### config.mk
export PLATFORM = sky130hd
export DESIGN_NAME = branch_unit
export DESIGN_NICKNAME = d
export VERILOG_FILES = /design/src/design/branch_pkg.sv /design/src/design/branch_compared_if.sv /design/src/design/branch_decoded_if.sv /design/src/design/branch_unit.sv /design/src/design/branch_resolve.sv /design/src/design/branch_compare.sv /design/src/design/branch_decode.sv /design/src/design/comparator.sv
export SDC_FILE = /design/constraint.sdc
export NUM_CORES = 1
export LEC_CHECK = 0
export BUFFER_PORTS_ARGS = -buffer_cell sky130_fd_sc_hd__clkbuf_2
export CAP_MARGIN = 40
export CORE_ASPECT_RATIO = 0.6
export CORE_MARGIN = 3
export CORE_UTILIZATION = 56
export CTS_BUF_LIST = sky130_fd_sc_hd__clkbuf_8
export DETAILED_ROUTE_END_ITERATION = 8
export PLACE_DENSITY = 0.79
export SYNTH_ARGS = -nofsm -noshare
export SYNTH_HDL_FRONTEND = slang
export SYNTH_HIERARCHICAL = 1
export SYNTH_SLANG_ARGS = --single-unit
### constraint.sdc
create_clock -name clk -period 5.2 [get_ports clk]
set_clock_uncertainty 0.05 [all_clocks]
set_input_delay 1.04 -clock clk [delete_from_list [all_inputs] [get_ports clk]]
set_output_delay 1.04 -clock clk [all_outputs]
set_load 0.03 [all_outputs]
### src/design/branch_pkg.sv
package branch_pkg;

  ////////////////////
  // shared vector types
  ////////////////////

  // funct3 field of a conditional branch, instr[14:12]
  typedef logic [2:0] funct3_t;

  // comparator result, {equal, less-than}
  typedef logic [1:0] flags_t;

  ////////////////////
  // branch funct3 codes
  ////////////////////

  // bit 0 inverts the condition, bit 1 selects unsigned,
  // bit 2 selects less-than over equality
  localparam funct3_t FUNCT3_BEQ  = 3'd0;
  localparam funct3_t FUNCT3_BNE  = 3'd1;
  localparam funct3_t FUNCT3_BLT  = 3'd4;
  localparam funct3_t FUNCT3_BGE  = 3'd5;
  localparam funct3_t FUNCT3_BLTU = 3'd6;
  localparam funct3_t FUNCT3_BGEU = 3'd7;
  // codes 2 and 3 have no branch behind them

  ////////////////////
  // instruction size
  ////////////////////

  // no compressed instructions, so fall-through is always pc + 4
  localparam int INSTR_BYTES = 4;

endpackage
### src/design/branch_compared_if.sv
`timescale 1ns/100ps

// compare results, compare stage -> resolve stage
interface branch_compared_if #(
  parameter int XLEN = 32
);

  logic               valid;
  // {equal, less-than} of src_a against src_b
  branch_pkg::flags_t flags;
  // control bits carried along from decode
  logic               invert;
  logic               use_lt;
  logic               illegal;
  logic               pred_taken;
  // both candidate next addresses, picked in resolve
  logic [XLEN-1:0]    target;
  logic [XLEN-1:0]    fall_through;

  modport source (
    output valid, flags, invert, use_lt, illegal, pred_taken,
    output target, fall_through
  );

  modport sink (
    input valid, flags, invert, use_lt, illegal, pred_taken,
    input target, fall_through
  );

endinterface

### src/design/branch_decoded_if.sv
`timescale 1ns/100ps

// decoded branch, decode stage -> compare stage
interface branch_decoded_if #(
  parameter int XLEN = 32
);

  // item strobe, no back-pressure
  logic            valid;
  // branch address and the two register operands
  logic [XLEN-1:0] pc;
  logic [XLEN-1:0] src_a;
  logic [XLEN-1:0] src_b;
  // sign-extended B-type immediate
  logic [XLEN-1:0] imm;
  // control bits from funct3
  logic            sgnd;
  logic            invert;
  logic            use_lt;
  logic            illegal;
  // direction guessed by the front end
  logic            pred_taken;

  modport source (
    output valid, pc, src_a, src_b, imm,
    output sgnd, invert, use_lt, illegal, pred_taken
  );

  modport sink (
    input valid, pc, src_a, src_b, imm,
    input sgnd, invert, use_lt, illegal, pred_taken
  );

endinterface

### src/design/branch_unit.sv
`timescale 1ns/100ps

// branch resolution unit, three stages
// decode -> compare -> resolve, one branch per cycle, 3 cycle latency
module branch_unit #(
  parameter int XLEN = 32
) (
  input  logic                clk,
  input  logic                rst_n,
  input  logic                in_valid,
  input  logic [XLEN-1:0]     pc,
  input  logic [XLEN-1:0]     src_a,
  input  logic [XLEN-1:0]     src_b,
  input  logic [XLEN-1:0]     imm,
  input  branch_pkg::funct3_t funct3,
  input  logic                pred_taken,
  output logic                res_valid,
  output logic                taken,
  output logic                mispredict,
  output logic                illegal,
  output logic [XLEN-1:0]     redirect_pc
);

  // stage-to-stage links
  branch_decoded_if  #(.XLEN(XLEN)) dec_if ();
  branch_compared_if #(.XLEN(XLEN)) cmp_if ();

  ////////////////////
  // stage 1
  ////////////////////
  branch_decode #(
    .XLEN (XLEN)
  ) branch_decode_i (
    .clk        (clk),
    .rst_n      (rst_n),
    .in_valid   (in_valid),
    .pc         (pc),
    .src_a      (src_a),
    .src_b      (src_b),
    .imm        (imm),
    .funct3     (funct3),
    .pred_taken (pred_taken),
    .dec        (dec_if.source)
  );

  // stage 2
  branch_compare #(
    .XLEN (XLEN)
  ) branch_compare_i (
    .clk   (clk),
    .rst_n (rst_n),
    .dec   (dec_if.sink),
    .cmp   (cmp_if.source)
  );

  // stage 3, drives the unit outputs
  branch_resolve #(
    .XLEN (XLEN)
  ) branch_resolve_i (
    .clk         (clk),
    .rst_n       (rst_n),
    .cmp         (cmp_if.sink),
    .res_valid   (res_valid),
    .taken       (taken),
    .mispredict  (mispredict),
    .illegal     (illegal),
    .redirect_pc (redirect_pc)
  );

endmodule

### src/design/branch_resolve.sv
`timescale 1ns/100ps

// stage 3 of the branch unit
// picks the direction, the redirect address and the mispredict flag
module branch_resolve #(
  parameter int XLEN = 32
) (
  input  logic            clk,
  input  logic            rst_n,
  branch_compared_if.sink cmp,
  output logic            res_valid,
  output logic            taken,
  output logic            mispredict,
  output logic            illegal,
  output logic [XLEN-1:0] redirect_pc
);

  logic cond;
  logic taken_d;
  logic mispredict_d;

  ////////////////////
  // resolve logic
  ////////////////////

  // flags[0] is less-than, flags[1] is equal
  // invert turns BEQ into BNE, BLT into BGE, BLTU into BGEU
  assign cond = (cmp.use_lt ? cmp.flags[0] : cmp.flags[1]) ^ cmp.invert;

  // a bad encoding never redirects
  assign taken_d = cond & ~cmp.illegal;

  // no mispredict on an illegal branch, the trap path handles it
  assign mispredict_d = (taken_d != cmp.pred_taken) & ~cmp.illegal;

  ////////////////////
  // output register
  ////////////////////

  // flags qualified by valid so they pulse with res_valid only
  always_ff @(posedge clk or negedge rst_n) begin
    if (!rst_n) begin
      res_valid  <= 1'b0;
      taken      <= 1'b0;
      mispredict <= 1'b0;
      illegal    <= 1'b0;
    end else begin
      res_valid  <= cmp.valid;
      taken      <= cmp.valid & taken_d;
      mispredict <= cmp.valid & mispredict_d;
      illegal    <= cmp.valid & cmp.illegal;
    end
  end

  // target if taken, else next sequential instruction
  always_ff @(posedge clk) begin
    if (cmp.valid) begin
      redirect_pc <= taken_d ? cmp.target : cmp.fall_through;
    end
  end

endmodule

### src/design/branch_compare.sv
`timescale 1ns/100ps

// stage 2 of the branch unit
// compare and both address adds run side by side
module branch_compare #(
  parameter int XLEN = 32
) (
  input  logic              clk,
  input  logic              rst_n,
  branch_decoded_if.sink    dec,
  branch_compared_if.source cmp
);

  import branch_pkg::*;

  flags_t          flags_d;
  logic [XLEN-1:0] target_d;
  logic [XLEN-1:0] fall_through_d;

  comparator #(
    .XLEN (XLEN)
  ) comparator_i (
    .a     (dec.src_a),
    .b     (dec.src_b),
    .sgnd  (dec.sgnd),
    .flags (flags_d)
  );

  // both adds wrap modulo 2**XLEN
  assign target_d       = dec.pc + dec.imm;
  assign fall_through_d = dec.pc + XLEN'(INSTR_BYTES);

  ////////////////////
  // pipeline register
  ////////////////////

  always_ff @(posedge clk or negedge rst_n) begin
    if (!rst_n) begin
      cmp.valid <= 1'b0;
    end else begin
      cmp.valid <= dec.valid;
    end
  end

  // data fields only matter while valid, so load only then
  always_ff @(posedge clk) begin
    if (dec.valid) begin
      cmp.flags        <= flags_d;
      cmp.target       <= target_d;
      cmp.fall_through <= fall_through_d;
      cmp.invert       <= dec.invert;
      cmp.use_lt       <= dec.use_lt;
      cmp.illegal      <= dec.illegal;
      cmp.pred_taken   <= dec.pred_taken;
    end
  end

endmodule

### src/design/branch_decode.sv
`timescale 1ns/100ps

// stage 1 of the branch unit
// registers the operands and breaks funct3 into control bits
module branch_decode #(
  parameter int XLEN = 32
) (
  input  logic                clk,
  input  logic                rst_n,
  input  logic                in_valid,
  input  logic [XLEN-1:0]     pc,
  input  logic [XLEN-1:0]     src_a,
  input  logic [XLEN-1:0]     src_b,
  input  logic [XLEN-1:0]     imm,
  input  branch_pkg::funct3_t funct3,
  input  logic                pred_taken,
  branch_decoded_if.source    dec
);

  import branch_pkg::*;

  logic sgnd_d;
  logic invert_d;
  logic use_lt_d;
  logic illegal_d;

  ////////////////////
  // funct3 decode
  ////////////////////

  // bit 1 clear means BLT/BGE (or BEQ/BNE, where sign does not matter)
  assign sgnd_d   = ~funct3[1];
  // BNE, BGE, BGEU take the opposite of the raw compare
  assign invert_d = funct3[0];
  // BLT family uses the less-than flag
  assign use_lt_d = funct3[2];
  // anything outside the six branch codes, i.e. 2 and 3
  assign illegal_d = !(funct3 inside {FUNCT3_BEQ, FUNCT3_BNE, FUNCT3_BLT,
                                      FUNCT3_BGE, FUNCT3_BLTU, FUNCT3_BGEU});

  ////////////////////
  // pipeline register
  ////////////////////

  // valid is the only control state here
  always_ff @(posedge clk or negedge rst_n) begin
    if (!rst_n) begin
      dec.valid <= 1'b0;
    end else begin
      dec.valid <= in_valid;
    end
  end

  // payload and control bits, loaded with each item
  always_ff @(posedge clk) begin
    if (in_valid) begin
      dec.pc         <= pc;
      dec.src_a      <= src_a;
      dec.src_b      <= src_b;
      dec.imm        <= imm;
      dec.sgnd       <= sgnd_d;
      dec.invert     <= invert_d;
      dec.use_lt     <= use_lt_d;
      dec.illegal    <= illegal_d;
      dec.pred_taken <= pred_taken;
    end
  end

endmodule

### src/design/comparator.sv
`timescale 1ns/100ps

// equality and less-than on two operands
// signed compare done by flipping the msb, then one unsigned compare
module comparator #(
  parameter int XLEN = 32
) (
  input  logic [XLEN-1:0]    a,
  input  logic [XLEN-1:0]    b,
  input  logic               sgnd,
  output branch_pkg::flags_t flags
);

  logic            eq;
  logic            lt;
  logic [XLEN-1:0] a_flip;
  logic [XLEN-1:0] b_flip;

  // flipping the sign bit maps two's complement order onto unsigned order
  assign a_flip = {a[XLEN-1] ^ sgnd, a[XLEN-2:0]};
  assign b_flip = {b[XLEN-1] ^ sgnd, b[XLEN-2:0]};

  // equality is the same for both, so raw operands
  assign eq = (a == b);
  assign lt = (a_flip < b_flip);

  // high bit equal, low bit less-than
  assign flags = {eq, lt};

endmodule

==> metrics.csv, run 1 <==
metric,value,unit
initial_utilization,0.583,
fillerInstances,1288,
synth_nets,911,
layout.nets,1116,
yosysSeqAreaShare,0.668,
drc_errors,0,
critPathLaunch,branch_decode_i/dec.pc[0],
r2r_cells,9,
tightest_slew,0.891,ns
p_sw,1210,uW
clock_sinks,241,
fp.dieH,114,um
firstDrtPassIters,5,
ys_warn_count,6,
viasPerCell,5.51,
clk_latency,0.50,ns
ys.flop_type,edfxtp_1,
cts_buffer_depth,3,
drv_cap,0,
syn_area_per_cell,15.2,sq um
synth_edf_count,235,
total_power,4790,uW
start_kind,flip-flop,
cts_made_buffers,36,
grt_pass1_wl,33.6,mm
slowest_stage,fa_1,
coreArea,18500,sq um
seqPwrFrac,0.519,
ir_drop,309,uV
rrSetupSlack,2.25,ns
die_w,185,um
async_reset_ff_frac,0.0249,
syn_inst,712,
worstSetupPathDepth,9,
cp_common_cell,o21ai_0,
path_class,flip-flop to flip-flop,
crit_required,5.40,ns
power_frac_comb,0.159,
yosysUniqueCellTypes,58,
cp_top_family,compound AO/OA/AOI/OAI gates,
post_cts_buffers,0,
seq_area,7210,sq um
crit_fanout,3,
ios,171,
p_leak,0.00523,uW
rsz0062_at_grt,false,
ys_ff_latch,241,
area_growth,17.4,%
crit_chain,ha_1 -> fa_1 -> a211oi_1 -> o21ai_0 -> a21oi_1 -> o21ai_0 -> a21oi_1 -> o21ai_0 -> xor2_1,
cts_resized,0,
status,"finished, final reports clean",
n_antenna_cell,0,
cp.arrival,3.15,ns
fp-row-count,38,
ant_nets,0,
fmax,339,MHz
cts.clk_slew.worst_paths,0.07,ns
vias,6523,
io_buffers,170,
pwr-share-clk,0.322,
drive_above_1_share,0.296,
hpwl,16.3,mm
drtIter0Drc,696,
swShare,0.253,
syn_area,10800,sq um
place_congestion,0.886,
pwr_density_cell,378,nW/um^2
drt_wl_total,22.0,mm
grt_start_max_net_pins,49,
crit_path_end_kind,flip-flop,
wl_per_cell,18.6,um
setup_viol,0,
cp_num_buf_inv,0,
p_int,3580,uW
dieArea,21000,sq um
setup_tns,0,ns
hold_viol,0,
slew_violations,0,
min_period,2.95,ns
cp_slowest_stage_delay,0.44,ns
max_slew_margin,0.402,
first_global_vias,6226,
cts_max_level,2,
ctsRootBufferMaster,clkbuf_8,
cts_tree,built,
multi_input_area,3370,sq um
antenna_found_initial,0,
grt_use_total,0.208,
hold_buffers,0,
r2r-start,branch_decode_i/dec.pc[0],
hold_class,primary input to async pin,
overflow,0,
period_share,0.567,
power by group through the flow:
| stage | Combinational (uW) | Sequential, uW | Clock [uW] |
|---|---|---|---|
| floorplan | 471 | 2550 | 0 |
| global placement | 725 | 2520 | 0 |
| detailed placement | 754 | 2530 | 0 |
| CTS | 758 | 2490 | 1580 |
| global route | 832 | 2500 | 1680 |
| finish | 761 | 2490 | 1540 |
registers in the layout, summed over array words and instances (netlist names), 2 cells and up:
signal                             count
branch_compare_i/cmp.target           32
branch_decode_i/dec.imm               32
branch_decode_i/dec.src_b             32
branch_compare_i/cmp.flags             2
branch_compare_i/cmp.fall_through     32
branch_decode_i/dec.pc                32
branch_decode_i/dec.src_a             32
branch_resolve_i/redirect_pc          32
worst paths after layout:
path	end
worst min-delay path	branch_resolve_i/mispredict
min in group clk	branch_compare_i/cmp.use_lt
worst min register to register	branch_compare_i/cmp.use_lt
worst max-delay path	branch_compare_i/cmp.target[18]
max in group asynchronous	branch_decode_i/dec.valid
worst max register to register	branch_compare_i/cmp.target[18]
cell usage after synthesis (all sizes together), types with 6 or more instances:
master,instances,share of area
and3,7,0.0041
edfxtp,235,0.65
nand4,14,0.0081
nor2b,7,0.0048
nand3,24,0.011
mux2,32,0.043
a21oi,50,0.025
a211oi,9,0.0072
ha,63,0.073
dfrtp,6,0.014
xor2,15,0.012
xnor2,44,0.036
nand2,40,0.014
nor2,26,0.0090
o21ai,22,0.011
inv,41,0.014
a21o,11,0.0077
logic make-up (layout without fill, tap and decap cells):
kind of cell,count (synthesis),after routing,share of synthesized area
AOI/OAI and AO/OA,121,121,0.0744
buffers and inverters,50,281,0.0202
and+or+nand+nor,142,142,0.0674
DFF,241,241,0.668
adders and majority gates,64,64,0.0749
xor gates and xnor gates,59,59,0.0479
muxes,35,35,0.0474
area by class of cell:
type	count	share of cell area
inverters	41	0.0121
multi-input cells	421	0.266
clock buffers	43	0.0467
clock inverters	21	0.0106
well taps	240	0.0237
flip-flops and latches	241	0.569
repair buffers	176	0.0725
worst reg2reg max path: stages (launching register included):
cell	delay, ns
edfxtp_1	0.40
ha_1	0.27
fa_1	0.44
a211oi_1	0.33
o21ai_0	0.20
a21oi_1	0.32
o21ai_0	0.16
a21oi_1	0.26
o21ai_0	0.13
xor2_1	0.16
per-layer routing:
metal	track usage	routed length (um)	vias up
li1	-	-	3111
met1	0.330	10600	3102
met4	0.0430	335	0
met5	0	0	-
met2	0.298	9310	278
met3	0.0465	1780	32
placed cells by master (no fill, tap or decap), drive strengths merged, types with 6 or more instances in the layout:
cell type	instances
edfxtp	235
clkbuf	212
ha	63
a21oi	50
inv	47
xnor2	44
nand2	40
mux2	32
nor2	26
nand3	24
o21ai	22
xor2	15
nand4	14
clkinv	13
a21o	11
a211oi	9
and3	7
nor2b	7
buf	7
dfrtp	6
per-stage QoR:
step,utilization,hold WS [ns],area (sq um),setup WS [ns],std cells
floorplan,-,0.350,10800,2.66,712
global placement,0.645,0.352,11900,2.44,1118
detailed placement,0.646,0.355,11900,2.31,1119
CTS,0.685,0.286,12700,2.29,1183
global route,0.685,0.282,12700,2.05,1183
finish,0.685,0.315,12700,2.25,1183
(Power assumes the default switching activity.)
==> run 2: changes to the inputs <==
==> constraint.sdc (replaced) <==
create_clock -name clk -period 2.9 [get_ports clk]
set_clock_uncertainty 0.05 [all_clocks]
set_input_delay 0.58 -clock clk [delete_from_list [all_inputs] [get_ports clk]]
set_output_delay 0.58 -clock clk [all_outputs]
set_load 0.03 [all_outputs]
==> run 2 against run 1 <==
Net effect: sequential power increased by 79%; count of clock-buffer cells in the layout shrank 8; via count fell by 0.38%; die area unchanged; fmax grew 8.4%; global-route usage up 0.095 points; first-iteration DRC count shrank 11%; wire length down 1.5%; sequential share of layout area rose by 0.19 points; flip-flop and latch count unchanged; non-clock buffer count grew 5; hold slack lost 0.12 ns; largest cell class unchanged.
==> metrics.csv, run 2 (same netlist as run 1, synthesis figures left out) <==
metric,value,unit
ir_drop,436,uV
status,"finished, final reports clean",
start_kind,flip-flop,
multi_input_area,3380,sq um
tightest_slew,0.669,ns
min_period,2.72,ns
firstDrtPassIters,5,
viasPerCell,5.50,
post_cts_buffers,0,
ios,171,
clk_latency,0.50,ns
hpwl,16.1,mm
grt_pass1_wl,34.0,mm
vias,6498,
drive_above_1_share,0.294,
final_common_cell,edfxtp_1,
fp.dieH,114,um
first_global_vias,6402,
seq_area,7210,sq um
fillerInstances,1309,
rsz0062_at_grt,false,
coreArea,18500,sq um
drc_errors,0,
slowest_stage,fa_1,
cp_slowest_stage_delay,0.45,ns
crit_fanout,3,
wl_per_cell,18.4,um
hold_viol,0,
drt_wl_total,21.7,mm
layout_common_cells,"235 x edfxtp_1, 169 x clkbuf_2, 63 x ha_1, 53 x inv_1, 45 x a21oi_1",
hold_class,primary input to flip-flop,
dieArea,21000,sq um
cts_tree,built,
path_class,flip-flop to flip-flop,
cts_max_level,2,
pwr_density_cell,655,nW/um^2
design_area,12600,sq um
drv_cap,0,
setup_tns,0,ns
io_buffers,170,
setup_viol,0,
drtIter0Drc,616,
p_leak,0.00522,uW
hold_start,pc[9],
ant_nets,0,
antenna_found_initial,0,
r2r-start,branch_decode_i/dec.pc[0],
area_growth,17.1,%
overflow,0,
layout.nets,1120,
holdWs,0.198,ns
fmax,368,MHz
placed_cell_area,12000,sq um
critPathLaunch,branch_decode_i/dec.pc[0],
fp-row-count,38,
crit_path_end_kind,flip-flop,
ctsRootBufferMaster,clkbuf_8,
crit_chain,ha_1 -> fa_1 -> a211oi_2 -> o21ai_0 -> a21o_1 -> a21oi_4 -> o2bb2ai_2 -> o31ai_1 -> xor2_1,
place_congestion,0.901,
initial_utilization,0.583,
die_w,185,um
n_antenna_cell,0,
grt_use_total,0.209,
cts_buffer_depth,3,
cts.clk_slew.worst_paths,0.07,ns
finalNonFillerCells,1182,
grt_start_max_net_pins,58,
crit_required,3.08,ns
cp.arrival,2.90,ns
cts_made_buffers,35,
slew_violations,0,
finish.utilization,0.683,
period_share,0.938,
max_slew_margin,0.554,
clock_sinks,241,
dpl.cell_count,1123,
-- run 2: cell types whose count changed in the layout (fill, tap and decap cells not counted), moves of 4 or more --
cell      previous run  this run
clkbuf_8            43        35
inv_1               47        53
buf_12               0         4
clkinv_1            11         6
-- run 2: per-layer routing --
layer / share of wire / up-vias / track usage
met5: 0 / - / 0
met4: 0.014 / 0 / 0.0440
met3: 0.090 / 33 / 0.0542
met2: 0.41 / 255 / 0.294
met1: 0.48 / 3099 / 0.331
li1: - / 3111 / -
-- run 2: cell type report --
type / instances / share of cell area
sequential: 241 / 0.571
multi-input combinational: 421 / 0.268
timing repair buffer: 181 / 0.0782
clock buffer: 35 / 0.0381
tap: 240 / 0.0238
inverter: 41 / 0.0122
clock inverter: 23 / 0.00951
-- run 2: timing repair --
item / CTS / global route
setup endpoints to repair: 0 / 5
endpoints found under the hold margin: 6 / 0
hold buffers: 1 / 0
resized for setup: 0 / 2
-- run 2: metrics by stage --
| stage | setup slack (ns) | total power (uW) |
|---|---|---|
| 2_1_floorplan | 0.362 | 5430 |
| 3_3_place_gp | 0.189 | 5840 |
| 3_5_place_dp | 0.0953 | 5890 |
| 4_1_cts | 0.0763 | 8330 |
| 5_1_grt | 0.00246 | 8690 |
| 6_report | 0.180 | 8270 |
-- run 2: critical path: cells and delay by family, from the launching register on --
family                     cells  cell delay [ns]
xor gates and xnor gates       1             0.14
DFF                            1             0.39
adders and majority gates      2             0.71
AOI/OAI and AO/OA              6             1.17
-- run 2: worst paths after layout --
check / endpoint / slack, ns / cells past startpoint
worst max register to register: branch_compare_i/cmp.target[30] / 0.18 / 9
worst max-delay path: branch_compare_i/cmp.target[30] / 0.18 / 9
min in group asynchronous: branch_resolve_i/illegal / 0.39 / 2
max in group asynchronous: branch_decode_i/dec.valid / 2.25 / 2
worst min-delay path: branch_decode_i/dec.pc[9] / 0.20 / 1
worst min register to register: branch_compare_i/cmp.illegal / 0.37 / 0
-- run 2: power breakdown --
part           total [uW]  internal (uW)  leakage, uW  switching (uW)
clock                2440           1210     0.000351            1230
sequential           4460           4280      0.00237             173
combinational        1370            615      0.00250             757
==> run 3: changes to the inputs <==
--- a/config.mk
+++ b/config.mk
@@ -13,6 +13,7 @@
 export CTS_BUF_LIST = sky130_fd_sc_hd__clkbuf_8
 export DETAILED_ROUTE_END_ITERATION = 8
 export PLACE_DENSITY = 0.79
+export SETUP_SLACK_MARGIN = 0.3
 export SYNTH_ARGS = -nofsm -noshare
 export SYNTH_HDL_FRONTEND = slang
 export SYNTH_HIERARCHICAL = 1
==> run 3 against run 2 <==
Net effect: sequential share of layout area is 0.90 points lower; first-iteration DRC count is 27% higher; global-route usage hardly changed; utilization is 1.1 points higher; largest cell class unchanged; final cell count is 1.0% higher; count of clock-buffer cells in the layout stayed put; power is 1.0% higher; register-to-register slack better by 0.18 ns; critical endpoint is now branch_compare_i/cmp.target[29]; die area stayed put; clock power hardly changed; sequential power hardly changed.
==> metrics.csv, run 3 (same netlist as run 1, synthesis figures left out) <==
metric,value,unit
cp_num_buf_inv,0,
period_share,0.877,
path_class,flip-flop to flip-flop,
slowest_stage,or4_4,
p_int,6150,uW
start_kind,flip-flop,
p_leak,0.00528,uW
antenna_found_initial,0,
fp.dieH,114,um
power_frac_comb,0.174,
ir_drop,436,uV
crit_path_end_kind,flip-flop,
tightest_slew,0.668,ns
cp_top_family,simple AND/OR/NAND/NOR gates,
crit_required,3.09,ns
status,"finished, final reports clean",
drive_above_1_share,0.321,
crit_fanout,5,
cts_made_buffers,35,
ctsRootBufferMaster,clkbuf_8,
hold_viol,0,
min_period,2.54,ns
ant_nets,0,
seqPwrFrac,0.533,
grt_start_max_net_pins,58,
dpl.cell_count,1123,
layout.nets,1132,
grt_use_total,0.209,
io_buffers,170,
drv_cap,0,
finalNonFillerCells,1194,
hold_class,primary input to flip-flop,
slew_violations,0,
coreArea,18500,sq um
viasPerCell,5.51,
cts_tree,built,
n_antenna_cell,0,
first_global_vias,6403,
rsz0062_at_grt,true,
pwr-share-clk,0.293,
seq_area,7210,sq um
setup_viol,0,
cts_max_level,2,
placed_cell_area,12000,sq um
drt_wl_total,22.3,mm
cp_slowest_stage_delay,0.54,ns
crit_chain,ha_2 -> nand2_2 -> or4_4 -> a21oi_2 -> o21ai_4 -> a21oi_4 -> a21oi_1 -> xnor2_1,
area_growth,18.9,%
wl_per_cell,18.7,um
initial_utilization,0.583,
p_sw,2200,uW
dieArea,21000,sq um
die_w,185,um
layout_common_cells,"235 x edfxtp_1, 169 x clkbuf_2, 55 x ha_1, 53 x inv_1",
multi_input_area,3490,sq um
cp.arrival,2.74,ns
finish.utilization,0.694,
cts_buffer_depth,3,
design_area,12800,sq um
overflow,0,
clk_latency,0.50,ns
setup_tns,0,ns
drc_errors,0,
final_common_cell,edfxtp_1,
hpwl,16.1,mm
swShare,0.264,
place_congestion,0.901,
fmax,393,MHz
vias,6578,
fp-row-count,38,
pwr_density_cell,651,nW/um^2
fillerInstances,1272,
clock_sinks,241,
max_slew_margin,0.555,
firstDrtPassIters,5,
ios,171,
drtIter0Drc,782,
grt_pass1_wl,34.0,mm
cts.clk_slew.worst_paths,0.07,ns
-- run 3: path summary, 6_finish.rpt --
| path | start | endpoint | slack (ns) | depth (start not counted) |
|---|---|---|---|---|
| max in group asynchronous | rst_n | branch_decode_i/dec.valid | 2.25 | 2 |
| max | branch_decode_i/dec.pc[17] | branch_compare_i/cmp.target[29] | 0.36 | 8 |
| min | pc[9] | branch_decode_i/dec.pc[9] | 0.20 | 1 |
| max reg2reg | branch_decode_i/dec.pc[17] | branch_compare_i/cmp.target[29] | 0.36 | 8 |
| min in group asynchronous | rst_n | branch_resolve_i/illegal | 0.39 | 2 |
| min reg2reg | branch_decode_i/dec.illegal | branch_compare_i/cmp.illegal | 0.37 | 0 |
-- run 3: through the flow --
stage / power [uW] / worst slack [ns] / hold WS, ns
6_report: 8360 / 0.358 / 0.198
5_1_grt: 8770 / 0.249 / 0.166
4_1_cts: 8330 / 0.314 / 0.172
3_5_place_dp: 5890 / 0.0953 / 0.355
3_3_place_gp: 5840 / 0.189 / 0.352
2_1_floorplan: 5430 / 0.362 / 0.234
-- run 3: layer usage --
metal,track usage,part of all wire,wire (um)
met4,0.0440,0.014,315
met5,0,0,0
met3,0.0542,0.091,2040
met2,0.294,0.42,9410
met1,0.331,0.47,10600
-- run 3: worst reg2reg max path, cell delays in order (launching register included) --
cell      delay [ns]
edfxtp_1        0.49
ha_2            0.43
nand2_2         0.09
or4_4           0.54
a21oi_2         0.16
o21ai_4         0.10
a21oi_4         0.18
a21oi_1         0.12
xnor2_1         0.13
-- run 3: area by class of cell --
cell class | count | share of cell area
sequential | 241 | 0.562
inverter | 41 | 0.0120
tap | 240 | 0.0234
clock inverter | 23 | 0.00936
clock buffer | 35 | 0.0375
timing repair buffer | 193 | 0.0840
multi-input combinational | 421 | 0.272
-- run 3: power groups by stage --
stage | logic, uW | registers, uW | clock network [uW]
after floorplan | 845 | 4580 | 0
after global placement | 1330 | 4510 | 0
after detailed placement | 1360 | 4530 | 0
after CTS | 1370 | 4460 | 2500
after global routing | 1590 | 4490 | 2690
final | 1450 | 4460 | 2450
-- run 3: what timing repair did --
action / in CTS / in global routing
pin swaps: 1 / 11
endpoints found under the setup margin: 8 / 12
setup buffers: 0 / 12
hold endpoints to repair: 6 / 0
resized for setup: 4 / 23
hold buffers: 1 / 0
cloned: 0 / 0
